<file path="src/memPkg.sv">
// ~~~~~~~~~~~~~~~~~~~~~~~~~~~~~~~~~~~~~~~~~~~~~~~~~~~~~~~~~~~~~~~~~~~~
// shared widths, MIPS memory opcodes, access sizes and the structs
// passed between execute, the memory stage, the data memory and WB
// ~~~~~~~~~~~~~~~~~~~~~~~~~~~~~~~~~~~~~~~~~~~~~~~~~~~~~~~~~~~~~~~~~~~~

`default_nettype none

package memPkg;

    // datapath and address width
    localparam int dataWidth = 32;
    // register file index
    localparam int regAddrWidth = 5;
    // hazard timer
    localparam int tnewWidth = 2;

    // primary opcode field, bits 31..26
    localparam logic [5:0] opcLb  = 6'h20;
    localparam logic [5:0] opcLh  = 6'h21;
    localparam logic [5:0] opcLw  = 6'h23;
    localparam logic [5:0] opcLbu = 6'h24;
    localparam logic [5:0] opcLhu = 6'h25;
    localparam logic [5:0] opcSb  = 6'h28;
    localparam logic [5:0] opcSh  = 6'h29;
    localparam logic [5:0] opcSw  = 6'h2b;

    // access width codes
    localparam logic [1:0] sizeByte = 2'd0;
    localparam logic [1:0] sizeHalf = 2'd1;
    localparam logic [1:0] sizeWord = 2'd2;

    typedef enum logic [3:0] {
        opLw,
        opLh,
        opLhu,
        opLb,
        opLbu,
        opSw,
        opSh,
        opSb,
        opNone
    } memOpT;

    // decoded memory operation
    typedef struct packed {
        memOpT      op;
        logic       isLoad;
        logic       isStore;
        logic [1:0] size;
        logic       signedLoad;
    } accessT;

    // instruction record arriving from execute
    typedef struct packed {
        logic [dataWidth-1:0]    instr;
        logic [dataWidth-1:0]    pc;
        logic [dataWidth-1:0]    aluOut;
        logic [dataWidth-1:0]    dataRt;
        logic [regAddrWidth-1:0] addrRt;
        logic [regAddrWidth-1:0] regWriteAddr;
        logic [dataWidth-1:0]    regWriteData;
        logic [tnewWidth-1:0]    tnew;
    } memInT;

    // MEM/WB pipeline register contents
    typedef struct packed {
        logic [dataWidth-1:0]    instr;
        logic [dataWidth-1:0]    pc;
        logic [dataWidth-1:0]    memWord;
        logic [1:0]              offset;
        logic [regAddrWidth-1:0] regWriteAddr;
        logic [dataWidth-1:0]    regWriteData;
        logic [tnewWidth-1:0]    tnew;
    } wbT;

    // data memory request, word addressed
    typedef struct packed {
        logic [dataWidth-1:0] pc;
        logic [dataWidth-3:0] wordAddr;
        logic [dataWidth-1:0] wData;
        logic [3:0]           byteEn;
    } memReqT;

endpackage

`default_nettype wire

</file>
<file path="src/memOpDecode.sv">
// ~~~~~~~~~~~~~~~~~~~~~~~~~~~~~~~~~~~~~~~~~~~~~~~~~~~~~~~~~~~~~~~~~~~~
// memory opcode decoder: op, load/store flags, width, signedness
// ~~~~~~~~~~~~~~~~~~~~~~~~~~~~~~~~~~~~~~~~~~~~~~~~~~~~~~~~~~~~~~~~~~~~

`default_nettype none

module memOpDecode
    import memPkg::*;
(
    input  logic [31:0] instr,
    output accessT      access
);

    logic [5:0] opcode;
    memOpT      op;

    assign opcode = instr[31:26];

    // only the eight load/store opcodes matter here
    always_comb begin
        case (opcode)
            opcLw:   op = opLw;
            opcLh:   op = opLh;
            opcLhu:  op = opLhu;
            opcLb:   op = opLb;
            opcLbu:  op = opLbu;
            opcSw:   op = opSw;
            opcSh:   op = opSh;
            opcSb:   op = opSb;
            default: op = opNone;
        endcase
    end

    always_comb begin
        access.op         = op;
        access.isLoad     = 1'b0;
        access.isStore    = 1'b0;
        access.size       = sizeWord;
        access.signedLoad = 1'b0;
        case (op)
            opLw: begin
                access.isLoad = 1'b1;
            end
            opLh: begin
                access.isLoad     = 1'b1;
                access.size       = sizeHalf;
                access.signedLoad = 1'b1;
            end
            opLhu: begin
                access.isLoad = 1'b1;
                access.size   = sizeHalf;
            end
            opLb: begin
                access.isLoad     = 1'b1;
                access.size       = sizeByte;
                access.signedLoad = 1'b1;
            end
            opLbu: begin
                access.isLoad = 1'b1;
                access.size   = sizeByte;
            end
            opSw: begin
                access.isStore = 1'b1;
            end
            opSh: begin
                access.isStore = 1'b1;
                access.size    = sizeHalf;
            end
            opSb: begin
                access.isStore = 1'b1;
                access.size    = sizeByte;
            end
            // non-memory instruction, flags stay clear
            default: begin
                access.isLoad = 1'b0;
            end
        endcase
    end

endmodule

`default_nettype wire

</file>
<file path="src/loadExtend.sv">
// ~~~~~~~~~~~~~~~~~~~~~~~~~~~~~~~~~~~~~~~~~~~~~~~~~~~~~~~~~~~~~~~~~~~~
// writeback load extraction with sign or zero extension
// ~~~~~~~~~~~~~~~~~~~~~~~~~~~~~~~~~~~~~~~~~~~~~~~~~~~~~~~~~~~~~~~~~~~~

`default_nettype none

module loadExtend
    import memPkg::*;
(
    input  wbT          wbIn,
    output logic [4:0]  regAddr,
    output logic [31:0] regData
);

    accessT      access;
    logic [7:0]  byteSel;
    logic [15:0] halfSel;

    // decoded again here from the registered instruction
    memOpDecode opDecode (
        .instr  (wbIn.instr),
        .access (access)
    );

    assign regAddr = wbIn.regWriteAddr;

    // lane pick by offset
    always_comb begin
        case (wbIn.offset)
            2'd0:    byteSel = wbIn.memWord[7:0];
            2'd1:    byteSel = wbIn.memWord[15:8];
            2'd2:    byteSel = wbIn.memWord[23:16];
            default: byteSel = wbIn.memWord[31:24];
        endcase
        halfSel = wbIn.offset[1] ? wbIn.memWord[31:16] : wbIn.memWord[15:0];
    end

    always_comb begin
        // non-loads keep the ALU or link result
        regData = wbIn.regWriteData;
        if (access.isLoad) begin
            case (access.size)
                sizeByte: begin
                    regData = access.signedLoad ?
                              {{(dataWidth-8){byteSel[7]}}, byteSel} :
                              {{(dataWidth-8){1'b0}}, byteSel};
                end
                sizeHalf: begin
                    regData = access.signedLoad ?
                              {{(dataWidth-16){halfSel[15]}}, halfSel} :
                              {{(dataWidth-16){1'b0}}, halfSel};
                end
                default: begin
                    regData = wbIn.memWord;
                end
            endcase
        end
    end

endmodule

`default_nettype wire

</file>
<file path="config.mk">
export PLATFORM = sky130hd
export DESIGN_NAME = loadExtend
export DESIGN_NICKNAME = d
export VERILOG_FILES = /design/src/memPkg.sv /design/src/memOpDecode.sv /design/src/loadExtend.sv
export SDC_FILE = /design/constraint.sdc
export NUM_CORES = 1
export LEC_CHECK = 0
export ABC_AREA = 1
export BUFFER_PORTS_ARGS = -buffer_cell sky130_fd_sc_hd__buf_4
export CORE_ASPECT_RATIO = 1.4
export CORE_UTILIZATION = 31
export DETAILED_ROUTE_END_ITERATION = 6
export PLACE_DENSITY_LB_ADDON = 0.12
export SYNTH_ARGS = -nofsm -noshare
export SYNTH_HDL_FRONTEND = slang
export SYNTH_SLANG_ARGS = --single-unit
</file>
<file path="constraint.sdc">
create_clock -name vclk -period 1.62
set_clock_uncertainty 0.05 [all_clocks]
set_input_delay 0.324 -clock vclk [all_inputs]
set_output_delay 0.324 -clock vclk [all_outputs]
set_load 0.02 [all_outputs]
</file>
* Word-level counts from Yosys, hierarchy flattened
Cells that the tools add are included.
Operators by class: reductions and logical operators 7, multiplexer cells 10, equal/unequal tests 17
Operators by type and width (number):
- $mux W32 | 3
- $pmux W32 S2 | 1
- $eq A6 B6 Y1 const B | 8
- $pmux W4 S8 | 1
- $pmux W8 S3 | 1
- $mux W16 | 1
- $eq A4 B3 Y1 const B | 3
- $eq A4 B2 Y1 const B | 2
- $reduce_or A3 Y1 | 2
- $reduce_or A5 Y1 | 1
- $eq A2 B1 Y1 const B | 2
- $eq A4 B1 Y1 const B | 1
- $logic_not A2 Y1 | 2
- $logic_not A4 Y1 | 1
- $pmux W2 S2 | 1
- $eq A2 B2 Y1 const B | 1
- $mux W1 | 2
- $reduce_or A2 Y1 | 1
Storage, ports and cells: flip-flop bits (word level) 0, input bits 137

* Longest topological paths before layout
depth in word-level cells 8, depth in mapped cells 10

* Cells and area by module
From an unflattened synthesis, not the netlist that was laid out.
Second synthesis, totals: cell total of the unflattened synthesis 281, area total of the unflattened synthesis 1445.1 um^2
By module, submodules not included:
- loadExtend | area an instance 1266.2 um^2, cells each 242, times used 1
- memOpDecode | area an instance 178.9 um^2, cells each 39, times used 1

* Least setup slack after synthesis
No wires, ideal clock.
path type input -> output, start point input port wbIn[136] in the netlist's numbering, end point output port regData[21], stages on the path 9, required time 1246 ps, slack -212 ps, buffers on the path 1, arrival time 1458 ps, cells stage by stage inv_1 -> nor2_4 -> nand2_1 -> nor2_2 -> nand3_2 -> o21ai_4 -> buf_6 -> nor2_1 -> nor2_1
Between the ends: longest elaborated chain between the ends 8, elaborated cells on any way between the ends 29, those cells by class 15 x eq/ne; 8 x mux; 6 x reduce/logical
Ends and longest elaborated chain:
- from (decl) | line loadExtend.sv:10 | input wbT wbIn,
- $eq A6 B6 Y1 | line memOpDecode.sv:21 | case (opcode)
- $pmux W4 S8 * | line memOpDecode.sv:21
- $eq A4 B3 Y1 (tied with other cells) | line memOpDecode.sv:40 | case (op)
- $reduce_or A3 Y1 (no source line) or $reduce_or A2 Y1 (tied branches)
- $pmux W2 S2 or $mux W1 (tied branches) | line memOpDecode.sv:40
- $eq A2 B1 Y1 (tied with other cells) | line loadExtend.sv:42 | case (access.size)
- $pmux W32 S2 | line loadExtend.sv:42
- $mux W32 * | line loadExtend.sv:41 | if (access.isLoad) begin
- to (decl) | line loadExtend.sv:12 | output logic [31:0] regData
Mark *: on every way between the ends. The rest lies on a longest branch, timed or not.

* Worst setup path after layout
start point input port wbIn[133] in the netlist's numbering, end point output port regData[17]
The elaborated chain is that of the path after synthesis.

==> results.yml <==
run_status:
  status: "finished with violations"
  violations: "negative setup slack"
timing:
  period_needed_ns: 1.959
  fin_crit_sh_pct: 120.9
  rsz0062_at_grt: "true"
  relSlewSlack_pct: 83.04
  worst_slack_ns: -0.3392
  setup_viol: 32
  finalMaxSlewViolations: 0
  max_freq_mhz: 510.4
  hold_viol: 0
  tightest_slew_ns: 0.2518
yosys:
  yosys.cell_types.count: 18
  synth-seq-area-share_pct: 0
  syn_inst: 316
  yosys_warnings: 0
  netlist_area_mm2: 0.001380
  synth_fp_nets: 453
  avgSynthCellArea_um2: 4.367
critical_path:
  cp-start-kind: "input pin"
  path_depth: 10
  cp.buffers_inverters: 5
  crit_top_cell: "buf_4"
  cp_max_fo: 16
  path_cells: "buf_4 -> clkinvlp_4 -> o211ai_2 -> inv_2 -> nand2_1 -> o21ai_4 -> buf_12 -> nor2_1 -> nor2_2 -> buf_4"
  cpPeakStageDelay_ns: 0.26
  arrival_ns: 1.59
  cp.required_ns: 1.25
  worstSetupEndpointType: "primary output"
  worst_path_max_delay_cell: "o211ai_2"
  critPathTopFamily: "buffers and inverters"
  criticalPathCategory: "input pin to primary output"
floorplanning:
  pin_count: 174
  start_util_pct: 32.56
  die_w_um: 58.39
  die_y_um: 80.95
  core_area_mm2: 0.004239
  rows: 28
  fp.dieArea_mm2: 0.004726
grt:
  grt-ovfl-total: 0
  grt.total_usage_pct: 21.75
  grt_pass1_vias: 2063
  grt_pass1_wl_um: 8431
  antenna_found_initial: 0
  grt_max_degree: 33
drt:
  wl_per_cell_um: 10.94
  drc: 0
  viasPerCell: 4.668
  vias: 2264
  wl_um: 5304
  drt_iter0_markers: 63
  drt_pass1_iterations: 5
  antenna_left: 0
finish:
  clkbuf_count: 0
  layout.nets: 564
  multi_input_area_mm2: 0.001331
  num-fill-cells: 471
  seq_area_um2: 0
  syn_to_final_growth_pct: 87.67
  seq_cell_count: 0
  antenna_cells: 0
  layout-drive-gt1-share_pct: 46.59
  final_cell_count_no_fill: 485
flow_run:
  max_cap_viol_count: 0
pwr:
  combPwrFrac_pct: 100.0
  p_leak_uw: 0.001387
  powerDensity_mw_per_mm2: 263.8
  sequentialPowerShare_pct: 0
  p_int_uw: 339.7
  clkPwrFrac_pct: 0
  p_sw_uw: 343.6
  ir_worst_vdd_v: 0.0001246
  p_sw_share_pct: 50.28
placement:
  dp_slack_ns: -0.3927
  port-buffer-count: 104
  finalWeightedCongestion: 0.8503
  dp_cells: 483
  dp_hpwl_um: 4140
worst_hold_path:
  holdCritPathClass: "input pin to primary output"
  min_path_cells: 0
==> path summary, 6_finish.rpt <==
| check | startpoint | endpoint | slack, ns |
|---|---|---|---|
| worst max-delay path | wbIn[133] | regData[17] | -0.34 |
| worst min-delay path | wbIn[36] | regAddr[2] | 0.60 |
==> layer usage <==
layer / vias up / GRT usage (%) / part of all wire, % / wire length, um
li1: 1193 / - / - / -
met1: 972 / 25.02 / 40 / 2124
met2: 93 / 43.45 / 53 / 2826
met3: 6 / 1.433 / 5.8 / 305
met4: 0 / 3.333 / 0.90 / 48
met5: - / 0 / 0 / 0
==> stage by stage <==
| step | power, uW | setup TNS (ns) | utilization, % | hold slack [ns] | area, um2 |
|---|---|---|---|---|---|
| final | 683.3 | -9.503 | 61.10 | 0.5980 | 2590 |
| after global placement | 650.3 | -9.638 | 58.12 | 0.5981 | 2464 |
| after CTS | 674.8 | -9.604 | 60.01 | 0.5981 | 2544 |
| after global routing | 745.4 | -13.02 | 61.10 | 0.5980 | 2590 |
| after detailed placement | 655.1 | -11.42 | 58.12 | 0.5981 | 2464 |
| after floorplan | 362.1 | -2.049 | - | 0.7106 | 1528 |
==> layout by cell type, fill, tap and decap left out, types with 3 or more instances in the layout <==
master   synthesis  layout
buf_12           0       6
o21ai_0         16      10
buf_4            6     117
nor2_2           2      46
inv_1           18      14
o21ai_1          1       6
nand2_1        103     101
nor2_1         103      55
nand3_1         42      40
buf_6            2       8
nand3_2          2       4
nor2_4           1       5
inv_2            1       3
==> kinds of logic (layout without fill, tap and decap cells) <==
logic type,Yosys count,after routing,share of synthesized area (%)
and+or+nand+nor,253,253,74.43
AOI/OAI and AO/OA,21,21,10.15
buffers and inverters,42,151,15.41
==> synthesized netlist by cell type, types with 2 or more instances <==
cell type / count / area share [%]
buf_6: 2 / 1.6
o21ai_0: 16 / 5.8
nand2_1: 103 / 28
buf_4: 6 / 3.3
nand3_1: 42 / 15
nand3_2: 2 / 1.5
nor2_2: 2 / 0.91
inv_1: 18 / 4.9
nor2_1: 103 / 28
buf_2: 14 / 5.1
==> power by group through the flow <==
stage	Combinational (uW)	Clock (uW)	Sequential, uW
floorplan	362	0	0
global placement	650	0	0
detailed placement	655	0	0
CTS	675	0	0
global route	745	0	0
finish	683	0	0
==> final cells by class <==
cell class,instances,share of cell area (%)
inverter,19,3.092
multi-input combinational,274,51.40
tap,60,2.899
timing repair buffer,132,42.61
==> what timing repair did <==
item                       4_1_cts  5_1_grt
hold endpoints to repair         0        0
pin swaps                        2        3
gates resized for setup         19       15
setup endpoints to repair       32       32
buffers inserted                 1        0
hold buffers                     0        0
gates cloned                     1        0
No activity file was read; power rests on OpenSTA's default activity.
