$ cat src/memPkg.sv
// ~~~~~~~~~~~~~~~~~~~~~~~~~~~~~~~~~~~~~~~~~~~~~~~~~~~~~~~~~~~~~~~~~~~~
// shared widths, MIPS memory opcodes, access sizes and the structs
// passed between execute, the memory stage, the data memory and WB
// ~~~~~~~~~~~~~~~~~~~~~~~~~~~~~~~~~~~~~~~~~~~~~~~~~~~~~~~~~~~~~~~~~~~~

`default_nettype none

package memPkg;

    // datapath and address width
    localparam int dataWidth = 32;
    // register file index
    localparam int regAddrWidth = 5;
    // hazard timer
    localparam int tnewWidth = 2;

    // primary opcode field, bits 31..26
    localparam logic [5:0] opcLb  = 6'h20;
    localparam logic [5:0] opcLh  = 6'h21;
    localparam logic [5:0] opcLw  = 6'h23;
    localparam logic [5:0] opcLbu = 6'h24;
    localparam logic [5:0] opcLhu = 6'h25;
    localparam logic [5:0] opcSb  = 6'h28;
    localparam logic [5:0] opcSh  = 6'h29;
    localparam logic [5:0] opcSw  = 6'h2b;

    // access width codes
    localparam logic [1:0] sizeByte = 2'd0;
    localparam logic [1:0] sizeHalf = 2'd1;
    localparam logic [1:0] sizeWord = 2'd2;

    typedef enum logic [3:0] {
        opLw,
        opLh,
        opLhu,
        opLb,
        opLbu,
        opSw,
        opSh,
        opSb,
        opNone
    } memOpT;

    // decoded memory operation
    typedef struct packed {
        memOpT      op;
        logic       isLoad;
        logic       isStore;
        logic [1:0] size;
        logic       signedLoad;
    } accessT;

    // instruction record arriving from execute
    typedef struct packed {
        logic [dataWidth-1:0]    instr;
        logic [dataWidth-1:0]    pc;
        logic [dataWidth-1:0]    aluOut;
        logic [dataWidth-1:0]    dataRt;
        logic [regAddrWidth-1:0] addrRt;
        logic [regAddrWidth-1:0] regWriteAddr;
        logic [dataWidth-1:0]    regWriteData;
        logic [tnewWidth-1:0]    tnew;
    } memInT;

    // MEM/WB pipeline register contents
    typedef struct packed {
        logic [dataWidth-1:0]    instr;
        logic [dataWidth-1:0]    pc;
        logic [dataWidth-1:0]    memWord;
        logic [1:0]              offset;
        logic [regAddrWidth-1:0] regWriteAddr;
        logic [dataWidth-1:0]    regWriteData;
        logic [tnewWidth-1:0]    tnew;
    } wbT;

    // data memory request, word addressed
    typedef struct packed {
        logic [dataWidth-1:0] pc;
        logic [dataWidth-3:0] wordAddr;
        logic [dataWidth-1:0] wData;
        logic [3:0]           byteEn;
    } memReqT;

endpackage

`default_nettype wire

$ cat src/memOpDecode.sv
// ~~~~~~~~~~~~~~~~~~~~~~~~~~~~~~~~~~~~~~~~~~~~~~~~~~~~~~~~~~~~~~~~~~~~
// memory opcode decoder: op, load/store flags, width, signedness
// ~~~~~~~~~~~~~~~~~~~~~~~~~~~~~~~~~~~~~~~~~~~~~~~~~~~~~~~~~~~~~~~~~~~~

`default_nettype none

module memOpDecode
    import memPkg::*;
(
    input  logic [31:0] instr,
    output accessT      access
);

    logic [5:0] opcode;
    memOpT      op;

    assign opcode = instr[31:26];

    // only the eight load/store opcodes matter here
    always_comb begin
        case (opcode)
            opcLw:   op = opLw;
            opcLh:   op = opLh;
            opcLhu:  op = opLhu;
            opcLb:   op = opLb;
            opcLbu:  op = opLbu;
            opcSw:   op = opSw;
            opcSh:   op = opSh;
            opcSb:   op = opSb;
            default: op = opNone;
        endcase
    end

    always_comb begin
        access.op         = op;
        access.isLoad     = 1'b0;
        access.isStore    = 1'b0;
        access.size       = sizeWord;
        access.signedLoad = 1'b0;
        case (op)
            opLw: begin
                access.isLoad = 1'b1;
            end
            opLh: begin
                access.isLoad     = 1'b1;
                access.size       = sizeHalf;
                access.signedLoad = 1'b1;
            end
            opLhu: begin
                access.isLoad = 1'b1;
                access.size   = sizeHalf;
            end
            opLb: begin
                access.isLoad     = 1'b1;
                access.size       = sizeByte;
                access.signedLoad = 1'b1;
            end
            opLbu: begin
                access.isLoad = 1'b1;
                access.size   = sizeByte;
            end
            opSw: begin
                access.isStore = 1'b1;
            end
            opSh: begin
                access.isStore = 1'b1;
                access.size    = sizeHalf;
            end
            opSb: begin
                access.isStore = 1'b1;
                access.size    = sizeByte;
            end
            // non-memory instruction, flags stay clear
            default: begin
                access.isLoad = 1'b0;
            end
        endcase
    end

endmodule

`default_nettype wire

$ cat src/storeAlign.sv
// ~~~~~~~~~~~~~~~~~~~~~~~~~~~~~~~~~~~~~~~~~~~~~~~~~~~~~~~~~~~~~~~~~~~~
// address split, byte enables and lane placement of store data
// ~~~~~~~~~~~~~~~~~~~~~~~~~~~~~~~~~~~~~~~~~~~~~~~~~~~~~~~~~~~~~~~~~~~~

`default_nettype none

module storeAlign
    import memPkg::*;
(
    input  accessT      access,
    input  logic [31:0] addr,
    input  logic [31:0] wData,
    input  logic [31:0] pc,
    output memReqT      memReq,
    output logic [1:0]  offset
);

    logic misaligned;

    // byte position inside the word
    assign offset = addr[1:0];

    always_comb begin
        memReq.pc       = pc;
        memReq.wordAddr = addr[31:2];
        memReq.wData    = wData;
        // nothing is written unless this is a store
        memReq.byteEn   = 4'b0000;
        if (access.isStore) begin
            case (access.size)
                sizeByte: begin
                    // one lane, data copied to all four
                    memReq.byteEn = 4'b0001 << addr[1:0];
                    memReq.wData  = {4{wData[7:0]}};
                end
                sizeHalf: begin
                    // lower or upper lane pair
                    memReq.byteEn = addr[1] ? 4'b1100 : 4'b0011;
                    memReq.wData  = {2{wData[15:0]}};
                end
                default: begin
                    memReq.byteEn = 4'b1111;
                end
            endcase
        end
    end

    // word needs offset 0, halfword an even offset
    always_comb begin
        misaligned = 1'b0;
        if (access.size == sizeWord) begin
            misaligned = (addr[1:0] != 2'd0);
        end else if (access.size == sizeHalf) begin
            misaligned = addr[0];
        end
    end

    alignCheck: assert final (!(access.isLoad || access.isStore) || !misaligned)
        else $error("misaligned access to %h, pc %h", addr, pc);

endmodule

`default_nettype wire

$ cat src/memAccessStage.sv
// ~~~~~~~~~~~~~~~~~~~~~~~~~~~~~~~~~~~~~~~~~~~~~~~~~~~~~~~~~~~~~~~~~~~~
// MEM stage: store-data forwarding, decode and align, load select,
// Tnew update and the MEM/WB register with stall and clear
// ~~~~~~~~~~~~~~~~~~~~~~~~~~~~~~~~~~~~~~~~~~~~~~~~~~~~~~~~~~~~~~~~~~~~

`default_nettype none

module memAccessStage
    import memPkg::*;
(
    input  logic        clk,
    input  logic        arstN,
    input  logic        stall,
    input  logic        clr,
    input  memInT       memIn,
    input  logic [4:0]  fwdAddr,
    input  logic [31:0] fwdData,
    input  logic [31:0] rData,
    output memReqT      memReq,
    output wbT          wbOut
);

    accessT               access;
    logic [dataWidth-1:0] storeData;
    logic [1:0]           offset;
    logic [tnewWidth-1:0] tnewNext;
    wbT                   wbNext;

    // WB result bypass onto the store data, r0 never forwards
    assign storeData = ((fwdAddr == memIn.addrRt) && (fwdAddr != '0)) ?
                       fwdData : memIn.dataRt;

    memOpDecode opDecode (
        .instr  (memIn.instr),
        .access (access)
    );

    storeAlign align (
        .access (access),
        .addr   (memIn.aluOut),
        .wData  (storeData),
        .pc     (memIn.pc),
        .memReq (memReq),
        .offset (offset)
    );

    // one cycle closer to ready, stops at zero
    assign tnewNext = (memIn.tnew != '0) ? memIn.tnew - 1'b1 : '0;

    always_comb begin
        wbNext.instr        = memIn.instr;
        wbNext.pc           = memIn.pc;
        wbNext.memWord      = rData;
        wbNext.offset       = offset;
        wbNext.regWriteAddr = memIn.regWriteAddr;
        // loads take the raw memory word, extension happens in WB
        wbNext.regWriteData = access.isLoad ? rData : memIn.regWriteData;
        wbNext.tnew         = tnewNext;
    end

    // MEM/WB register, clr beats stall
    always_ff @(posedge clk or negedge arstN) begin
        if (!arstN) begin
            wbOut <= '0;
        end else if (clr) begin
            wbOut <= '0;
        end else if (!stall) begin
            wbOut <= wbNext;
        end
    end

    // pipeline controls come from hazard logic
    ctrlKnown: assert property (
        @(posedge clk) disable iff (!arstN) !$isunknown({stall, clr})
    ) else $error("stall or clr unknown out of reset");

endmodule

`default_nettype wire

$ cat config.mk
export PLATFORM = sky130hd
export DESIGN_NAME = memAccessStage
export DESIGN_NICKNAME = d
export VERILOG_FILES = /design/src/memPkg.sv /design/src/memOpDecode.sv /design/src/storeAlign.sv /design/src/memAccessStage.sv
export SDC_FILE = /design/constraint.sdc
export NUM_CORES = 1
export LEC_CHECK = 0
export ABC_CLOCK_PERIOD_IN_PS = 2000
export BUFFER_PORTS_ARGS = -buffer_cell sky130_fd_sc_hd__buf_2
export CAP_MARGIN = 10
export CORE_AREA = 2 2 186 188
export CTS_CLUSTER_SIZE = 14
export DETAILED_ROUTE_END_ITERATION = 12
export DIE_AREA = 0 0 188 190
export PLACE_DENSITY_LB_ADDON = 0.2
export SLEW_MARGIN = 20
export SYNTH_ARGS = -nofsm -noshare
export SYNTH_HDL_FRONTEND = slang
export SYNTH_SLANG_ARGS = --single-unit
$ cat constraint.sdc
create_clock -name clk -period 2 [get_ports clk]
set_clock_uncertainty 0.1 [all_clocks]
set_input_delay 0.1 -clock clk [delete_from_list [all_inputs] [get_ports clk]]
set_output_delay 0.1 -clock clk [all_outputs]
set_load 0.005 [all_outputs]
---- Word-level counts from Yosys, hierarchy flattened ----
Cells that the tools add are included.
storage, ports and cells
  register bits after elaboration ......... 137
  input port bits ......................... 245
  word-level logic and storage cells ...... 49
cells by class
  $add $sub $neg .......................... 1
  eq/ne operators ......................... 18
  shift-type cells ........................ 1
  muxes and demuxes ....................... 13
  reductions and logical operators ........ 9
operators with widths
  kind                 number
  $mux 137             2
  $mux 32              2
  $pmux 32 s2          1
  $eq 6x6->1 const B   8
  $mux 36              1
  $pmux 4 s8           1
  $eq 4x3->1 const B   4
  $reduce_or 3->1      3
  $eq 4x2->1 const B   2
  $pmux 4 s2           1
  $eq 5x5->1           1
  $reduce_bool 5->1    1
  $reduce_or 5->1      1
  $eq 4x1->1 const B   1
  $logic_not 4->1      1
  $mux 4               1
  $pmux 2 s2           1
  $shl 1x2->4 const A  1
  $eq 2x1->1 const B   1
  $logic_not 2->1      1
  $mux 1               2
  $mux 2               1
  $ne 2x1->1 const B   1
  $reduce_bool 2->1    1
  other kinds (2)      2

---- Longest topological paths before layout ----
  word-level depth ........................ 8
  mapped depth ............................ 8
  depth with buffers taken out ............ 5

---- Cells and area by module ----
Synthesis repeated with hierarchy kept, for this count alone.
unflattened totals
  cell total of the unflattened synthesis .. 715
  area, all modules ....................... 7531.0 um^2
by module, submodules not included
  module          times used  cells an instance  area an instance (um^2)  sequential area each (um^2)
  memAccessStage  1           560                6351.1                   3428.3
  storeAlign      1           129                1007.2                   0.0
  memOpDecode     1           26                 172.7                    0.0

---- Worst setup path before layout ----
Ideal clock, no wire load.
  path type ............................... input port to output port
  start ................................... in memIn[43] (netlist bit)
  end ..................................... out memReq[28] (netlist bit)
  arrival ................................. 1549 ps
  required time ........................... 1800 ps
  path slack .............................. 251 ps
  cell stages on the path ................. 6
  cells stage by stage .................... nor4_2 -> o21ai_4 -> nand2_4 -> buf_6 -> mux2_4 -> a221o_1
RTL lines
  item         RTL line              RTL
  from (decl)  memAccessStage.sv:15  input memInT memIn,
  to (decl)    memAccessStage.sv:19  output memReqT memReq,

==> flow_summary_export.csv <==
group,metric,value,unit
logic_synthesis,ys_warn_count,0,
final_layout,regMostFlops,"wbOut",
run,maxCapViolations,0,
placed_design,place_inst,1483,
placed_design,portBuffers,419,
floorplan,die_x,188,um
cts,path_clk_slew,0.07,ns
cts,cts_made_buffers,17,
final_layout,multiInputGateArea,3350,um2
floorplan,coreArea,33900,um2
routing,vias,6911,
sta,finalHoldViolCount,0,
grt,antenna_found_initial,0,
pwr,p_leak,0.00654,uW
cts,max-clock-path-buffers,2,
cts,clkSinkCount,137,
final_layout,finalInstanceArea,11900,um2
routing,wire_per_inst,16.3,um
grt,grt_pass1_wl,40700,um
final_layout,regArea,3430,um2
final_layout,largest_register_ffs,137,
critical_path,crit_slowest_cell,"a221o_1",
pwr,irDropWorstVdd,450,uV
floorplan,dieArea,35700,um2
routing,vias_per_cell,4.18,
sta,layout_setup_ws,-0.0192,ns
logic_synthesis,ys_ff_latch,137,
critical_path,critPathKind,"in2out",
sta,slew_viol_final,0,
placed_design,dp_hpwl,19600,um
final_layout,final_util,35.2,%
final_layout,num-fill-cells,3444,
final_layout,fin_nets,1432,
logic_synthesis,syn_area,7390,um2
routing,final_antenna_net_count,0,
final_layout,reg.largest.list,"wbOut (137)",
grt,grt_pass1_vias,7302,
sta,grt_setup_unrepaired,"yes",
sta,timing.final.crit_share,101,%
floorplan,rows,68,
critical_path,start_kind,"input port",
floorplan,io_pins,480,
final_layout,syn_to_final_growth,61.7,%
final_layout,diodes,0,
critical_path,cp_max_fo,6,
critical_path,cp-end-kind,"output pin",
floorplan,initial_core_util,21.8,%
placed_design,gp_congestion,0.827,
critical_path,path_cells,"buf_6, or2_4, o21ai_4, nand2_4, buf_6, mux2_4, a221o_1, buf_2",
sta,worstMarginPinSlew,0.532,ns
critical_path,required,1.80,ns
placed_design,place_area,9860,um2
critical_path,critPathMaxStageDelay,0.36,ns
routing,routed_wl,26900,um
routing,drt_first_pass_iters,4,
grt,grt_usage,14.6,%
sta,setup_violations,1,
sta,period_needed,2.02,ns
logic_synthesis,syn_avg_cell_area,11.0,um2
final_layout,final_cell_count_no_fill,1655,
cts,root_buffer,"clkbuf_16",
routing,first_iter_violations,253,
critical_path,path_common_cell,"buf_6",
logic_synthesis,yosysSeqAreaShare,46.4,%
grt,grt_overflow,0,
final_layout,drive_gt1_share,43.5,%
logic_synthesis,ys_types,34,
sta,fmax,0.495,GHz
pwr,p_per_area,655,nW/um2
logic_synthesis,netlist_instances,673,
cts,h-tree-depth,4,
floorplan,die_height,190,um
routing,drc,0,
sta,relSlewSlack,64.2,%
cts,worst_skew_pair.late_latency,0.42,ns
run_status,status,"complete, but fails checks",
min_path,hp-class,"in2async",
grt,grt_max_degree,46,
cts,cts_tree,"done",
critical_path,cp.arrival,1.82,ns
logic_synthesis,synth_fp_nets,918,
run_status,violations,"negative setup slack",
[final cells by class]
type	instances	area share (%)
inverter	3	0.0943
clock buffer	17	3.56
timing repair buffer	599	33.4
clock inverter	15	1.50
multi-input combinational	429	28.0
sequential	137	28.7
tap	455	4.76
[Yosys cell counts]
cell,instances,area (um2)
or3_1,1,6.26
o221ai_1,1,8.76
nand4_1,1,6.26
xnor2_1,4,35.0
buf_2,10,50.1
a31oi_1,1,6.26
nand2_4,1,11.3
nand3_1,7,35.0
buf_1,7,26.3
inv_1,3,11.3
o21ai_4,1,16.3
nand2b_1,4,25.0
buf_4,63,473
nor4_2,1,12.5
nor2_1,140,526
o21a_1,1,7.51
a211oi_1,1,7.51
a211oi_2,1,12.5
nor3_1,1,5.00
and4_1,2,17.5
dfrtp_1,137,3430
a21oi_1,13,65.1
buf_6,3,33.8
mux2i_1,163,1630
nor3b_1,1,7.51
a221o_1,7,70.1
mux2_1,43,484
o21bai_1,2,15.0
o21ai_0,10,50.1
mux2_4,3,45.0
mux2_2,14,158
nand2_1,3,11.3
or2_1,1,6.26
clkbuf_1,22,82.6
[final timing paths]
path	startpoint	end	slack, ns	depth (start not counted)
setup / recovery	memIn[40]	memReq[29]	-0.02	8
hold / removal	arstN	wbOut[107]	0.02	2
max in group asynchronous	arstN	wbOut[49]	1.13	3
min in group clk	clr	wbOut[75]	0.02	2
setup reg to reg	wbOut[58]	wbOut[58]	1.16	2
hold reg to reg	wbOut[1]	wbOut[1]	0.42	2
[what timing repair did]
item	CTS	global route
hold endpoints to repair	273	0
pin swaps	2	6
hold buffers	138	0
resized for setup	7	14
gates cloned	1	0
endpoints found under the setup margin	6	13
setup buffers	0	1
[critical path: cells and delay by family]
family	cells	cell delay, ns
AO/OA/AOI/OAI	2	0.61
buffers and inverters	3	0.38
multiplexers	1	0.30
AND/OR/NAND/NOR	2	0.42
[stage by stage]
step                      total power (uW)  setup TNS [ns]  worst slack, ns  hold slack (ns)
after floorplan                       3690               0            0.251           -0.296
after global placement                4360          -0.183          -0.0420          -0.0755
after detailed placement              4360         -0.0471          -0.0283          -0.0837
after CTS                             7950         -0.0179         -0.00721         0.000853
after global routing                  8230         -0.0671          -0.0450           0.0298
final                                 7830         -0.0192          -0.0192           0.0201
[power breakdown]
part | switching, uW | internal [uW] | leakage [uW] | total, uW
logic | 693 | 830 | 0.00443 | 1520
clock network | 1400 | 1890 | 0.000292 | 3290
registers | 85.0 | 2930 | 0.00182 | 3010
total | 2180 | 5650 | 0.00654 | 7830
[layout by cell type (no fill, tap or decap), types with 2 or more instances in the layout]
cell type / n
a21oi_1: 13
a221o_1: 7
buf_12: 11
buf_2: 413
buf_4: 27
buf_6: 9
bufinv_16: 2
clkbuf_16: 17
clkinv_4: 2
clkinvlp_4: 2
dfrtp_1: 137
dlygate4sd3_1: 138
inv_1: 3
inv_6: 6
inv_8: 3
mux2_1: 42
mux2_2: 13
mux2_4: 5
mux2i_1: 163
nand2_1: 3
nand2b_1: 4
nand3_1: 7
nor2_1: 140
o21ai_0: 10
o21bai_1: 2
xnor2_2: 4
[kinds of logic after synthesis]
group	share of synthesized area (%)
xor gates and xnor gates	0.474
buffers and inverters	9.16
and+or+nand+nor	9.06
DFF	46.4
AOI/OAI and AO/OA	3.51
muxes	31.4
[routing by layer]
metal	wire length (um)	up-vias	GRT usage (%)
met3	2110	33	4.93
met1	10400	3275	15.8
met5	0	-	0
met2	13800	315	26.2
li1	-	3288	-
met4	569	0	5.63
No activity file was read; power rests on OpenSTA's default activity.
